$ cat config.mk
export PLATFORM = sky130hd
export DESIGN_NAME = phy_top
export DESIGN_NICKNAME = d
export VERILOG_FILES = /design/src/rtl/phy_pkg.sv /design/src/rtl/link_status_if.sv /design/src/rtl/link_controller.sv /design/src/rtl/phy_top.sv /design/src/rtl/rx_deframer.sv /design/src/rtl/sync_fifo.sv /design/src/rtl/tx_framer.sv
export VERILOG_INCLUDE_DIRS = /design/src /design/src/rtl
export SDC_FILE = /design/constraint.sdc
export NUM_CORES = 2
export LEC_CHECK = 0
export ABC_AREA = 1
export BUFFER_PORTS_ARGS = -buffer_cell sky130_fd_sc_hd__buf_2
export CELL_PAD_IN_SITES_DETAIL_PLACEMENT = 1
export CELL_PAD_IN_SITES_GLOBAL_PLACEMENT = 2
export CORE_UTILIZATION = 45
export DETAILED_ROUTE_END_ITERATION = 8
export MAX_ROUTING_LAYER = met4
export PLACE_DENSITY = 0.79
export SLEW_MARGIN = 20
export SYNTH_ARGS = -nofsm -noshare
export SYNTH_HDL_FRONTEND = slang
export SYNTH_SLANG_ARGS = --single-unit
$ cat constraint.sdc
create_clock -name aclk_i -period 12.7 [get_ports aclk_i]
set_clock_uncertainty 0.1 [all_clocks]
set_input_delay 2.54 -clock aclk_i [delete_from_list [all_inputs] [get_ports aclk_i]]
set_output_delay 2.54 -clock aclk_i [all_outputs]
set_load 0.01 [all_outputs]
$ cat src/rtl/phy_cfg.svh
`ifndef PHY_CFG_SVH
`define PHY_CFG_SVH

// ====================
// Frame layout
// ====================

// Lane words per frame, FAW + payload + CRC
`define PHY_FRAME_LEN 16

// Data or IDLE slots between FAW and CRC
`define PHY_PAYLOAD_SLOTS 14

// ====================
// Buffering and alignment
// ====================

// FIFO address width, depth 2**AW
`define PHY_FIFO_AW 4

// Body bits 55..0 of the FAW control word
`define PHY_FAW_PATTERN 56'hA5_C3_96_3C_5A_0F_F0

// FAWs at one offset before the lane counts as aligned
`define PHY_ALIGN_FRAMES 2

`endif

$ cat src/rtl/phy_pkg.sv
`default_nettype none

package phy_pkg;

   // ====================
   // Lane word format
   // ====================

   typedef logic [63:0] word_t;               // User payload word

   typedef struct packed {
      logic [1:0] hdr;                        // Sync header
      word_t      body;                       // Data or control body
   } lane_word_t;

   localparam logic [1:0] HDR_DATA = 2'b01;   // Body is user data
   localparam logic [1:0] HDR_CTRL = 2'b10;   // Body is a control word

   // Kind sits in body bits 63..56 of a control word
   typedef enum logic [7:0] {
      CTRL_FAW  = 8'h4B,                      // Frame alignment word
      CTRL_IDLE = 8'h1E,                      // Filler for empty slots
      CTRL_CRC  = 8'h2D                       // CRC plus rx-ready flag
   } ctrl_kind_e;

   // ====================
   // Status and errors
   // ====================

   typedef enum logic [3:0] {
      ST_RESET       = 4'd0,
      ST_ALIGN       = 4'd1,                  // Waiting for lane lock
      ST_WAIT_REMOTE = 4'd2,                  // Local RX on, far end pending
      ST_READY       = 4'd3,
      ST_FAULT       = 4'd4                   // Held until reset
   } status_e;

   typedef enum logic [3:0] {
      EC_NONE        = 4'd0,
      EC_CRC         = 4'd1,
      EC_ALIGN_LOST  = 4'd2,
      EC_RX_OVERFLOW = 4'd3
   } ecode_e;

   // CRC-16-CCITT, poly 0x1021, one 64-bit word MSB first
   function automatic logic [15:0] crc16_next(input logic [15:0] crc_in, input word_t data);
      logic [15:0] crc;
      logic        fb;
      crc = crc_in;
      for (int i = 63; i >= 0; i--) begin
         fb  = crc[15] ^ data[i];             // Feedback bit
         crc = {crc[14:0], 1'b0} ^ (fb ? 16'h1021 : 16'h0000);
      end
      return crc;
   endfunction

endpackage

`default_nettype wire

$ cat src/rtl/link_status_if.sv
`timescale 1ns/1ps
`default_nettype none

interface link_status_if;

   logic rx_aligned;    // Deframer locked to frame boundary
   logic remote_ready;  // Far end rx-ready, from last good CRC word
   logic crc_error;     // Single-cycle pulse
   logic align_lost;    // Single-cycle pulse
   logic rx_enable;     // Controller lets data through

   modport deframer (
      output rx_aligned, remote_ready, crc_error, align_lost,
      input  rx_enable
   );

   modport controller (
      input  rx_aligned, remote_ready, crc_error, align_lost,
      output rx_enable
   );

   // Local rx-ready goes out in every CRC word
   modport framer (
      input rx_enable
   );

endinterface

`default_nettype wire

$ cat src/rtl/link_controller.sv
`timescale 1ns/1ps
`default_nettype none

module link_controller (
   input  wire logic         aclk_i,
   input  wire logic         arst_n_i,
   link_status_if.controller link_if,
   input  wire logic         rx_overflow_i,    // RX FIFO dropped a word
   output logic              data_enable_o,    // Framer may send user data
   output logic              link_ready_o,
   output logic              fault_fatal_o,
   output phy_pkg::status_e  status_o,
   output phy_pkg::ecode_e   ecode_o           // First error, sticky
);

   phy_pkg::status_e state_q;
   phy_pkg::status_e state_d;
   phy_pkg::ecode_e  ecode_q;
   phy_pkg::ecode_e  ecode_d;
   logic             err_any;
   logic             take_fault;

   assign err_any    = link_if.crc_error || link_if.align_lost || rx_overflow_i;
   assign take_fault = err_any && (state_q != phy_pkg::ST_FAULT);

   // ====================
   // Bring-up FSM
   // ====================

   always_comb begin
      state_d = state_q;
      case (state_q)
         phy_pkg::ST_RESET: state_d = phy_pkg::ST_ALIGN;   // Framer already running
         phy_pkg::ST_ALIGN: begin
            if (link_if.rx_aligned) begin
               state_d = phy_pkg::ST_WAIT_REMOTE;
            end
         end
         phy_pkg::ST_WAIT_REMOTE: begin
            if (link_if.remote_ready) begin
               state_d = phy_pkg::ST_READY;
            end
         end
         phy_pkg::ST_READY: state_d = phy_pkg::ST_READY;
         default:           state_d = phy_pkg::ST_FAULT;   // Fault and illegal codes
      endcase
      if (take_fault) begin
         state_d = phy_pkg::ST_FAULT;
      end
   end

   // Several errors in one cycle, lowest code wins
   always_comb begin
      if (link_if.crc_error) begin
         ecode_d = phy_pkg::EC_CRC;
      end else if (link_if.align_lost) begin
         ecode_d = phy_pkg::EC_ALIGN_LOST;
      end else begin
         ecode_d = phy_pkg::EC_RX_OVERFLOW;
      end
   end

   always_ff @(posedge aclk_i or negedge arst_n_i) begin
      if (!arst_n_i) begin
         state_q <= phy_pkg::ST_RESET;
         ecode_q <= phy_pkg::EC_NONE;
      end else begin
         state_q <= state_d;
         if (take_fault) begin
            ecode_q <= ecode_d;                  // Only on entry to fault
         end
      end
   end

   // ====================
   // Enables from state
   // ====================

   assign link_if.rx_enable = (state_q == phy_pkg::ST_WAIT_REMOTE) ||
                              (state_q == phy_pkg::ST_READY);
   assign data_enable_o     = (state_q == phy_pkg::ST_READY);
   assign link_ready_o      = (state_q == phy_pkg::ST_READY);
   assign fault_fatal_o     = (state_q == phy_pkg::ST_FAULT);
   assign status_o          = state_q;
   assign ecode_o           = ecode_q;

endmodule

`default_nettype wire

$ cat src/rtl/phy_top.sv
`timescale 1ns/1ps
`default_nettype none
`include "phy_cfg.svh"

module phy_top (
   input  wire logic        aclk_i,
   input  wire logic        arst_n_i,
   // ====================
   // User TX stream
   // ====================
   input  wire logic [63:0] tx_tdata_i,
   input  wire logic        tx_tvalid_i,
   output logic             tx_tready_o,      // FIFO space and link up
   // ====================
   // User RX stream
   // ====================
   output logic [63:0]      rx_tdata_o,       // RX FIFO head
   output logic             rx_tvalid_o,
   input  wire logic        rx_tready_i,
   // Status
   output logic [3:0]       status_o,
   output logic [3:0]       ecode_o,
   output logic             link_ready_o,
   output logic             fault_fatal_o,
   // Parallel lane
   output logic [65:0]      lane_tx_o,
   input  wire logic [65:0] lane_rx_i
);

   link_status_if link_if ();

   logic           data_enable;       // From controller, gates TX side
   logic           tx_fifo_full;
   logic           tx_fifo_empty;
   logic           tx_fifo_pop;
   phy_pkg::word_t tx_fifo_data;
   logic           rx_fifo_empty;
   logic           rx_fifo_overflow;
   logic           rx_pop;
   phy_pkg::word_t rx_data;
   logic           rx_data_valid;

   assign tx_tready_o = !tx_fifo_full && data_enable;
   assign rx_tvalid_o = !rx_fifo_empty && link_ready_o;
   assign rx_pop      = rx_tvalid_o && rx_tready_i;

   sync_fifo #(.AW(`PHY_FIFO_AW)) u_tx_fifo (
      .aclk_i    (aclk_i),
      .arst_n_i  (arst_n_i),
      .wr_en_i   (tx_tvalid_i && tx_tready_o),  // Handshake complete
      .wr_data_i (tx_tdata_i),
      .rd_en_i   (tx_fifo_pop),
      .rd_data_o (tx_fifo_data),
      .full_o    (tx_fifo_full),
      .empty_o   (tx_fifo_empty),
      .overflow_o()                              // Writes gated by ready
   );

   tx_framer u_tx_framer (
      .aclk_i       (aclk_i),
      .arst_n_i     (arst_n_i),
      .fifo_data_i  (tx_fifo_data),
      .fifo_empty_i (tx_fifo_empty),
      .data_enable_i(data_enable),
      .fifo_pop_o   (tx_fifo_pop),
      .lane_o       (lane_tx_o),
      .link_if      (link_if.framer)
   );

   rx_deframer u_rx_deframer (
      .aclk_i      (aclk_i),
      .arst_n_i    (arst_n_i),
      .lane_i      (lane_rx_i),
      .link_if     (link_if.deframer),
      .data_o      (rx_data),
      .data_valid_o(rx_data_valid)
   );

   sync_fifo #(.AW(`PHY_FIFO_AW)) u_rx_fifo (
      .aclk_i    (aclk_i),
      .arst_n_i  (arst_n_i),
      .wr_en_i   (rx_data_valid),
      .wr_data_i (rx_data),
      .rd_en_i   (rx_pop),
      .rd_data_o (rx_tdata_o),
      .full_o    (),                             // Overflow reported instead
      .empty_o   (rx_fifo_empty),
      .overflow_o(rx_fifo_overflow)
   );

   link_controller u_link_controller (
      .aclk_i       (aclk_i),
      .arst_n_i     (arst_n_i),
      .link_if      (link_if.controller),
      .rx_overflow_i(rx_fifo_overflow),
      .data_enable_o(data_enable),
      .link_ready_o (link_ready_o),
      .fault_fatal_o(fault_fatal_o),
      .status_o     (status_o),
      .ecode_o      (ecode_o)
   );

endmodule

`default_nettype wire

$ cat src/rtl/rx_deframer.sv
`timescale 1ns/1ps
`default_nettype none
`include "phy_cfg.svh"

module rx_deframer (
   input  wire logic                aclk_i,
   input  wire logic                arst_n_i,
   input  wire phy_pkg::lane_word_t lane_i,       // Word from the lane
   link_status_if.deframer          link_if,
   output phy_pkg::word_t           data_o,       // To RX FIFO
   output logic                     data_valid_o
);

   localparam int SLOT_W = $clog2(`PHY_FRAME_LEN);
   localparam int CNT_W  = $clog2(`PHY_ALIGN_FRAMES + 1);
   localparam logic [SLOT_W-1:0] LAST_SLOT = SLOT_W'(`PHY_FRAME_LEN - 1);
   localparam logic [CNT_W-1:0]  LOCK_CNT  = CNT_W'(`PHY_ALIGN_FRAMES);
   localparam phy_pkg::word_t    FAW_BODY  = {phy_pkg::CTRL_FAW, `PHY_FAW_PATTERN};

   typedef enum logic [1:0] {
      S_HUNT,                                     // Any offset accepted
      S_CONFIRM,                                  // Counting FAWs at one offset
      S_LOCKED
   } align_e;

   align_e            state_q;
   logic [SLOT_W-1:0] slot_q;                     // Slot of the word on lane_i
   logic [CNT_W-1:0]  faw_cnt_q;
   logic [15:0]       crc_q;                      // CRC over data words this frame
   logic              remote_ready_q;
   logic              is_faw;
   logic              is_crc_word;
   logic              is_data;
   logic              at_faw_slot;
   logic              at_crc_slot;
   logic              locked;

   // ====================
   // Word decode
   // ====================

   assign is_faw      = (lane_i.hdr == phy_pkg::HDR_CTRL) && (lane_i.body == FAW_BODY);
   assign is_crc_word = (lane_i.hdr == phy_pkg::HDR_CTRL) &&
                        (lane_i.body[63:56] == phy_pkg::CTRL_CRC);
   assign is_data     = (lane_i.hdr == phy_pkg::HDR_DATA);
   assign at_faw_slot = (slot_q == '0);
   assign at_crc_slot = (slot_q == LAST_SLOT);
   assign locked      = (state_q == S_LOCKED);

   // Checks fire in the cycle the word is seen
   assign link_if.rx_aligned   = locked;
   assign link_if.remote_ready = remote_ready_q;
   assign link_if.align_lost   = locked && at_faw_slot && !is_faw;
   assign link_if.crc_error    = locked && at_crc_slot &&
                                 (!is_crc_word || (lane_i.body[15:0] != crc_q));

   // ====================
   // Alignment and CRC
   // ====================

   always_ff @(posedge aclk_i or negedge arst_n_i) begin
      if (!arst_n_i) begin
         state_q        <= S_HUNT;
         slot_q         <= '0;
         faw_cnt_q      <= '0;
         crc_q          <= 16'hFFFF;
         remote_ready_q <= 1'b0;
      end else if (state_q == S_HUNT) begin
         if (is_faw) begin                        // Candidate boundary
            state_q   <= S_CONFIRM;
            slot_q    <= SLOT_W'(1);
            faw_cnt_q <= CNT_W'(1);
            crc_q     <= 16'hFFFF;
         end
      end else begin
         slot_q <= at_crc_slot ? '0 : slot_q + 1'b1;
         if (at_faw_slot) begin
            crc_q <= 16'hFFFF;
            if (!is_faw) begin
               state_q <= S_HUNT;                 // Offset wrong or lock lost
            end else if (state_q == S_CONFIRM) begin
               faw_cnt_q <= faw_cnt_q + 1'b1;
               if (faw_cnt_q + 1'b1 == LOCK_CNT) begin
                  state_q <= S_LOCKED;
               end
            end
         end else if (at_crc_slot) begin
            if (locked && !link_if.crc_error) begin
               remote_ready_q <= lane_i.body[16];  // Far end flag, trusted after CRC
            end
         end else if (is_data) begin
            crc_q <= phy_pkg::crc16_next(crc_q, lane_i.body);
         end
      end
   end

   // ====================
   // Data extraction
   // ====================

   always_ff @(posedge aclk_i or negedge arst_n_i) begin
      if (!arst_n_i) begin
         data_valid_o <= 1'b0;
      end else begin
         data_valid_o <= locked && link_if.rx_enable && is_data &&
                         !at_faw_slot && !at_crc_slot;
      end
   end

   always_ff @(posedge aclk_i) begin
      data_o <= lane_i.body;                      // Qualified by data_valid_o
   end

endmodule

`default_nettype wire

$ cat src/rtl/sync_fifo.sv
`timescale 1ns/1ps
`default_nettype none

module sync_fifo #(
   parameter int AW = 4                               // Depth 2**AW
) (
   input  wire logic           aclk_i,
   input  wire logic           arst_n_i,
   input  wire logic           wr_en_i,
   input  wire phy_pkg::word_t wr_data_i,
   input  wire logic           rd_en_i,
   output phy_pkg::word_t      rd_data_o,             // Head of queue
   output logic                full_o,
   output logic                empty_o,
   output logic                overflow_o             // Write while full, dropped
);

   localparam int DEPTH = 2 ** AW;

   phy_pkg::word_t mem [DEPTH];                        // Storage, no reset
   logic [AW:0]    wr_ptr_q;                           // Extra MSB tells full from empty
   logic [AW:0]    rd_ptr_q;
   logic           do_wr;
   logic           do_rd;

   assign empty_o    = (wr_ptr_q == rd_ptr_q);
   assign full_o     = (wr_ptr_q[AW] != rd_ptr_q[AW]) &&
                       (wr_ptr_q[AW-1:0] == rd_ptr_q[AW-1:0]);
   assign overflow_o = wr_en_i && full_o;
   assign do_wr      = wr_en_i && !full_o;
   assign do_rd      = rd_en_i && !empty_o;
   assign rd_data_o  = mem[rd_ptr_q[AW-1:0]];

   always_ff @(posedge aclk_i or negedge arst_n_i) begin
      if (!arst_n_i) begin
         wr_ptr_q <= '0;
         rd_ptr_q <= '0;
      end else begin
         if (do_wr) begin
            wr_ptr_q <= wr_ptr_q + 1'b1;
         end
         if (do_rd) begin
            rd_ptr_q <= rd_ptr_q + 1'b1;
         end
      end
   end

   always_ff @(posedge aclk_i) begin
      if (do_wr) begin
         mem[wr_ptr_q[AW-1:0]] <= wr_data_i;
      end
   end

endmodule

`default_nettype wire

$ cat src/rtl/tx_framer.sv
`timescale 1ns/1ps
`default_nettype none
`include "phy_cfg.svh"

module tx_framer (
   input  wire logic           aclk_i,
   input  wire logic           arst_n_i,
   input  wire phy_pkg::word_t fifo_data_i,     // TX FIFO head
   input  wire logic           fifo_empty_i,
   input  wire logic           data_enable_i,   // User data allowed on the lane
   output logic                fifo_pop_o,
   output phy_pkg::lane_word_t lane_o,          // One word per cycle
   link_status_if.framer       link_if
);

   localparam int SLOT_W = $clog2(`PHY_FRAME_LEN);
   localparam logic [SLOT_W-1:0] LAST_SLOT = SLOT_W'(`PHY_FRAME_LEN - 1);
   localparam logic [SLOT_W-1:0] CRC_SLOT  = SLOT_W'(`PHY_PAYLOAD_SLOTS + 1);

   localparam phy_pkg::word_t FAW_BODY  = {phy_pkg::CTRL_FAW, `PHY_FAW_PATTERN};
   localparam phy_pkg::word_t IDLE_BODY = {phy_pkg::CTRL_IDLE, 56'h0};

   logic [SLOT_W-1:0]   slot_q;                  // Position in frame
   logic [15:0]         crc_q;                   // Running CRC over sent data
   phy_pkg::lane_word_t lane_q;
   logic                in_payload;
   phy_pkg::word_t      crc_body;

   assign in_payload = (slot_q != '0) && (slot_q != CRC_SLOT);
   assign fifo_pop_o = in_payload && data_enable_i && !fifo_empty_i;

   // Kind | zero pad | local rx-ready | CRC
   assign crc_body = {phy_pkg::CTRL_CRC, 39'h0, link_if.rx_enable, crc_q};

   // ====================
   // Slot sequencer
   // ====================

   always_ff @(posedge aclk_i or negedge arst_n_i) begin
      if (!arst_n_i) begin
         slot_q <= '0;
         crc_q  <= 16'hFFFF;
         lane_q <= '{hdr: phy_pkg::HDR_CTRL, body: IDLE_BODY};  // Harmless until first FAW
      end else begin
         slot_q <= (slot_q == LAST_SLOT) ? '0 : slot_q + 1'b1;
         if (slot_q == '0) begin
            lane_q <= '{hdr: phy_pkg::HDR_CTRL, body: FAW_BODY};
         end else if (slot_q == CRC_SLOT) begin
            lane_q <= '{hdr: phy_pkg::HDR_CTRL, body: crc_body};
            crc_q  <= 16'hFFFF;                  // Restart for next frame
         end else if (fifo_pop_o) begin
            lane_q <= '{hdr: phy_pkg::HDR_DATA, body: fifo_data_i};
            crc_q  <= phy_pkg::crc16_next(crc_q, fifo_data_i);
         end else begin
            lane_q <= '{hdr: phy_pkg::HDR_CTRL, body: IDLE_BODY};  // Nothing to send
         end
      end
   end

   assign lane_o = lane_q;

endmodule

`default_nettype wire

Word level (Yosys, flattened, before mapping):

Memory sizes are Yosys's and may differ from the RTL's.
Cells that the tools add are included.

* $add $sub $neg: 7
* multiply operators: 0
* div/mod/pow operators: 0
* magnitude comparators: 0
* equal/unequal tests: 28
* shift-type cells: 0
* muxes and demuxes: 162
* bitwise operators: 259
* reductions and logical operators: 54

Operators by type and width (count)
* bitwise XOR 16 bit: 128
* two-way mux 13 bit: 128
* two-way mux 66 bit: 3
* bitwise XOR 1 bit: 128
* two-way mux 16 bit: 7
* equality test 64 x 63 -> 1 bit (second input constant): 1
* two-way mux 4 bit: 8
* logical AND 1 bit: 26
* adder 5 x 1 -> 5 bit (second input constant): 4
* two-way mux 2 bit: 10
* inequality test 16 bit: 1
* one-hot mux 4 bit (4 select lines): 1
* zero test 4 bit: 3
* equality test 5 bit: 2
* zero test 1 bit: 9
* inequality test 3 x 2 -> 1 bit (second input constant): 3
* adder 4 x 1 -> 4 bit (second input constant): 2
* equality test 4 x 2 -> 1 bit (second input constant): 2
* equality test 4 bit: 2
* equality test 4 bit (second input constant): 2
* equality test 8 x 6 -> 1 bit (second input constant): 1
* AND reduction 4 bit: 2
* equality test 2 bit (second input constant): 3
* inequality test 3 bit (second input constant): 2
* 17 further kinds: 32

* register bits after elaboration: 204
* bits in latches: 0
* bits in writable memories: 2048
* memory bits (read-only): 0
* bits of input ports: 134
* logic and storage cells: 529
* memories: 2

Memories
* u_rx_fifo.mem: words 16, bits a word 64, rd ports 1, clocked after Yosys merged registers in 0, write ports 1, RTL line sync_fifo.sv:20 `phy_pkg::word_t mem [DEPTH];`
* u_tx_fifo.mem: words 16, bits a word 64, rd ports 1, clocked after Yosys merged registers in 0, write ports 1, RTL line sync_fifo.sv:20

Logic depth before layout (Yosys ltp):

* depth in word-level cells: 196
* depth in mapped cells: 48

Hierarchy:

Synthesis repeated with hierarchy kept, for this count alone.

* cells, all modules: 9261
* area total of the unflattened synthesis: 97857.6 µm²

Modules (own cells, without submodules)
* sync_fifo at u_tx_fifo: times used 1, cells each 3599, area an instance 41763.8 µm²
* sync_fifo at u_rx_fifo: times used 1, cells each 3599, area an instance 41747.5 µm²
* rx_deframer: times used 1, cells each 1016, area an instance 7063.0 µm²
* tx_framer: times used 1, cells each 995, area an instance 6916.6 µm²
* link_controller: times used 1, cells each 42, area an instance 319.1 µm²
* phy_top: times used 1, cells each 10, area an instance 47.5 µm²

Worst setup path before layout:

Ideal clock, no wire load.

* path type: register to register
* start: register u_tx_fifo.rd_ptr_q[0]
* end: memory u_tx_fifo.mem[15][0] (netlist name), enable pin
* setup time: 0.569 ns
* data arrival time: 7.821 ns
* data required time: 12.031 ns
* setup slack: 4.210 ns
* cell stages (with the launch flop): 25
* path buffers: 15
* path through: dfrtp_1 buf_6 buf_6 buf_8 buf_4 buf_4 buf_4 buf_4 buf_4 buf_2 buf_4 buf_4 buf_6 buf_6 buf_2 buf_2 xor2_1 nor4_1 nand2_1 nand2_1 inv_1 nand2_1 inv_1 nand2_1 nor3_1

* longest elaborated chain between the ends: 8

Ends and longest elaborated chain
* from (decl): RTL line sync_fifo.sv:22 `logic [AW:0] rd_ptr_q;`
* from (signal assigned): RTL line sync_fifo.sv:43 `rd_ptr_q <= rd_ptr_q + 1'b1;`
* equality test 4 bit: RTL line sync_fifo.sv:28 `(wr_ptr_q[AW-1:0] == rd_ptr_q[AW-1:0]);`
* logical AND 1 bit: RTL line sync_fifo.sv:27 `assign full_o = (wr_ptr_q[AW] != rd_ptr_q[AW]) &&`
* zero test 1 bit: RTL line phy_top.sv:43 `assign tx_tready_o = !tx_fifo_full && data_enable;`
* logical AND 1 bit: RTL line phy_top.sv:43
* named net tx_tready_o: RTL line phy_top.sv:13 `output logic tx_tready_o,`
* logical AND 1 bit: RTL line phy_top.sv:50 `.wr_en_i (tx_tvalid_i && tx_tready_o),`
* logical AND 1 bit: RTL line sync_fifo.sv:30 `assign do_wr = wr_en_i && !full_o;`
* two-way mux 1 bit: RTL line sync_fifo.sv:49 `if (do_wr) begin`
* two-way mux 1 bit (not written as such): RTL line sync_fifo.sv:50 `mem[wr_ptr_q[AW-1:0]] <= wr_data_i;`
* to (decl): RTL line sync_fifo.sv:20

The timed path passes the listed nets, and every way through them passes these cells.

Worst setup path after layout:

* start: register u_rx_fifo.rd_ptr_q[0]
* end: output port rx_tdata_o[13]

* longest elaborated chain between the ends: 1

Ends and longest elaborated chain
* from (decl): RTL line sync_fifo.sv:22
* from (signal assigned): RTL line sync_fifo.sv:43
* memory (16 x 64 bit)
* to (decl): RTL line phy_top.sv:17 `output logic [63:0] rx_tdata_o,`

No other way between the ends.

==> impl_metrics.csv <==
group,metric,value,unit
final_layout,drive_above_1_share,0.132,
routing,ant_nets,0,
final_layout,final_util,0.510,
routing,wire_per_inst,27.8,um
global_routing,grt_pass1_wl,434000,um
synthesis,synth_ff_type,"edfxtp_1",
synthesis,ys_async_sr_fraction,0.0609,
setup_path,worst_ep_required_time,10.06,ns
floorplanning,io_pins,276,
clock_network,clock-sinks,2249,
synthesis,synth_edf_count,2048,
power,vdd_drop_max,0.468,mV
timing,setup-tns-final,0,ns
timing,maxSlewViolCount,0,
global_routing,antenna_found_initial,28,
synthesis,synth.most_common_cell,"edfxtp_1",
setup_path,path_class,"flip-flop to output port",
global_routing,grt_use_total,0.290,
synthesis,ys_seq_elements,2249,
clock_network,cts_tree,"done",
routing,finalWirelength,299000,um
clock_network,htreeDepth,4,
timing,worst_pin_slew,1.31,ns
routing,drc,0,
setup_path,crit_path_end_kind,"output port",
synthesis,synthXorXnorAreaFrac,0.0192,
routing,first_pass_iters,5,
min_path,holdPathEnd,"u_link_controller.ecode_o[1]",
floorplanning,start_util,0.455,
synthesis,synthTopCellsByCount,"2048 x edfxtp_1, 1070 x nor2_1, 967 x nand2_1, 954 x o21ai_0, 546 x nand3_1",
min_path,hold_depth,2,
power,power.density,196,nW/um^2
setup_path,reg2reg_to,"u_tx_framer.crc_q[15]",
synthesis,synth_warnings,0,
floorplanning,dieHeight,458,um
timing,grt_setup_unrepaired,"false",
power,total_leakage_power,37.1,nW
clock_network,cts_hold_buf,0,
synthesis,synth-compound-area-share,0.100,
clock_network,cts_setup_buffers,0,
global_routing,grt_max_degree,219,
global_routing,overflow,0,
synthesis,synthDistinctLibCells,60,
routing,drt_iter0_drc,5276,
setup_path,crit_family,"buffers and inverters",
timing,max_clock_freq,0.134,GHz
synthesis,synth_mux_area_frac,0,
synthesis,synthAdderAreaFrac,0.00201,
timing,min_period_over_period,0.589,
floorplanning,dieArea,209000,um^2
setup_path,crit_fanout,99,
clock_network,path_clk_slew,0.06,ns
setup_path,critical_path_arrival,4.85,ns
power,p_total,20.6,mW
floorplanning,rows,166,
min_path,holdCritPathClass,"flip-flop to flip-flop",
timing,slew_headroom,0.124,
final_layout,synthToLayoutAreaGrowth,12.2,%
routing,via_count,62900,
placement,routabilityCongestion,0.887,
synthesis,syn_area,93400,um^2
clock_network,post_cts_resized,0,
synthesis,synthCells,7648,
placement,place_hpwl,170000,um
timing,setup_viol,0,
timing,period_needed,7.49,ns
setup_path,path_common_cell,"buf_4",
floorplanning,core-area,205000,um^2
clock_network,cts_buffer_depth,3,
min_path,min-delay-start,"u_link_controller.ecode_o[1]",
synthesis,synthSimpleGateAreaFrac,0.129,
setup_path,rr_startpoint,"u_tx_fifo.rd_ptr_q[0]",
timing,hold_ws,0.386,ns
setup_path,path_cells,"buf_4 > buf_4 > buf_4 > o21ai_0 > o221ai_1 > nand3_1 > nand3_1 > buf_2",
global_routing,grt_pass1_vias,65500,
setup_path,reg2reg_setup_slack,5.49,ns
synthesis,synth_top_area_frac,0.658,
routing,via_per_inst,5.86,
setup_path,cp-start-kind,"flip-flop",
clock_network,cts_root_buf,"clkbuf_16",
synthesis,ys_top_cells_by_area,"edfxtp_1 66%, o21ai_0 5.1%, nor2_1 4.3%",
synthesis,seq_area_frac_synth,0.709,
final_layout,fin_nets,7984,
synthesis,synth_top_family_by_area,"simple AND/OR/NAND/NOR gates",
synthesis,synth_top_cell_by_area,"edfxtp_1",
setup_path,crit_buf_inv,4,
outcome,run_status,"completed",
floorplanning,die_x,458,um
clock_network,clk_latency,0.86,ns
setup_path,max_stage_delay,0.96,ns
setup_path,crit_path_top_delay_cell,"buf_4",
clock_network,numCtsBuffers,230,
job,cap_violations,0,
placement,port_buffers,272,
setup_path,reg2regPathDepth,40,
synthesis,syn_avg_cell_area,12.2,um^2
timing,hold_viol_final,0,
-- flip-flops by register name (all words and copies together) (netlist names) --
name and count:
u_rx_deframer.faw_cnt_q 2, u_rx_deframer.link_if.remote_ready 1, u_rx_deframer.state_q 2, u_tx_framer.crc_q 16
u_rx_fifo.mem 1024, u_rx_fifo.rd_ptr_q 5, u_rx_deframer.data_valid_o 1, u_tx_framer.slot_q 4
u_rx_deframer.data_o 64, u_tx_fifo.rd_ptr_q 5, u_rx_fifo.wr_ptr_q 5, u_rx_deframer.slot_q 4
u_rx_deframer.crc_q 16, u_tx_fifo.mem 1024, u_tx_fifo.wr_ptr_q 5, u_link_controller.ecode_o 2
u_tx_framer.lane_o 66, u_link_controller.status_o 3
-- how the worst max path moves through the flow --
stage,startpoint,cells after the start,slack [ns],end
2_1_floorplan,u_tx_fifo.rd_ptr_q[0],24,4.21,u_tx_fifo.mem[15][0]
3_3_place_gp,lane_rx_i[62],29,5.61,u_rx_deframer.crc_q[8]
3_5_place_dp,lane_rx_i[63],34,5.53,u_rx_deframer.crc_q[8]
4_1_cts,u_rx_fifo.rd_ptr_q[0],8,5.09,rx_tdata_o[13]
5_1_grt,u_rx_fifo.rd_ptr_q[0],8,4.87,rx_tdata_o[8]
6_report,u_rx_fifo.rd_ptr_q[0],8,5.21,rx_tdata_o[13]
-- power by group --
part | switching, mW | internal (mW) | total [mW]
registers | 0.0477 | 8.08 | 8.13
clock network | 2.88 | 4.03 | 6.91
logic | 3.71 | 1.81 | 5.52
-- area by class of cell --
cell class	count	area, um^2
repair buffers	384	2250
clock inverters	115	1210
multi-input cells	4584	23700
clock buffers	319	6540
inverters	386	1490
fillers	20900	101000
diodes	16	40.0
flip-flops and latches	2249	66300
well taps	2688	3360
-- layer usage --
| metal | track usage | routed length (um) | up-vias |
|---|---|---|---|
| li1 | - | - | 27900 |
| met1 | 0.344 | 118000 | 32500 |
| met2 | 0.503 | 155000 | 1866 |
| met3 | 0.0348 | 14100 | 547 |
| met4 | 0.111 | 12100 | 0 |
| met5 | - | 0 | - |
-- worst register-to-register path, delay by kind of cell, from the launching register on --
family / cells / cell delay [ns]
AO/OA/AOI/OAI: 1 / 0.12
flip-flops: 1 / 0.73
buffers and inverters: 5 / 2.10
AND/OR/NAND/NOR: 34 / 4.10
-- placed cells by master (no fill, tap or decap), types with 32 or more instances in the layout --
master	instances
edfxtp_1	2048
nor2_1	1038
nand2_1	966
o21ai_0	954
nand3_1	546
inv_1	344
buf_2	271
o221ai_1	246
clkbuf_16	237
o22ai_1	203
nand2_2	126
buf_4	108
xor2_1	105
dfrtp_1	93
o211ai_1	89
dfxtp_1	64
clkbuf_1	52
clkinv_2	51
xnor2_1	46
dfstp_2	37
nand3_2	34
a21oi_1	33
nor2_4	32
-- cells by family after synthesis --
| group | Yosys count |
|---|---|
| AO/OA/AOI/OAI | 1575 |
| XOR/XNOR | 176 |
| adder cells (fa/ha/maj) | 15 |
| buffers and inverters | 817 |
| flip-flops | 2249 |
| other | 1 |
| AND/OR/NAND/NOR | 2815 |
-- per-stage QoR --
stage	instance area [um^2]	std cells	setup slack (ns)
after CTS	105000	10700	5.09
after global placement	97000	10300	5.61
final	105000	10700	5.21
after detailed placement	97000	10300	5.53
after floorplan	93400	7650	4.21
after global routing	105000	10700	4.87
No activity file was read; power rests on OpenSTA's default activity.
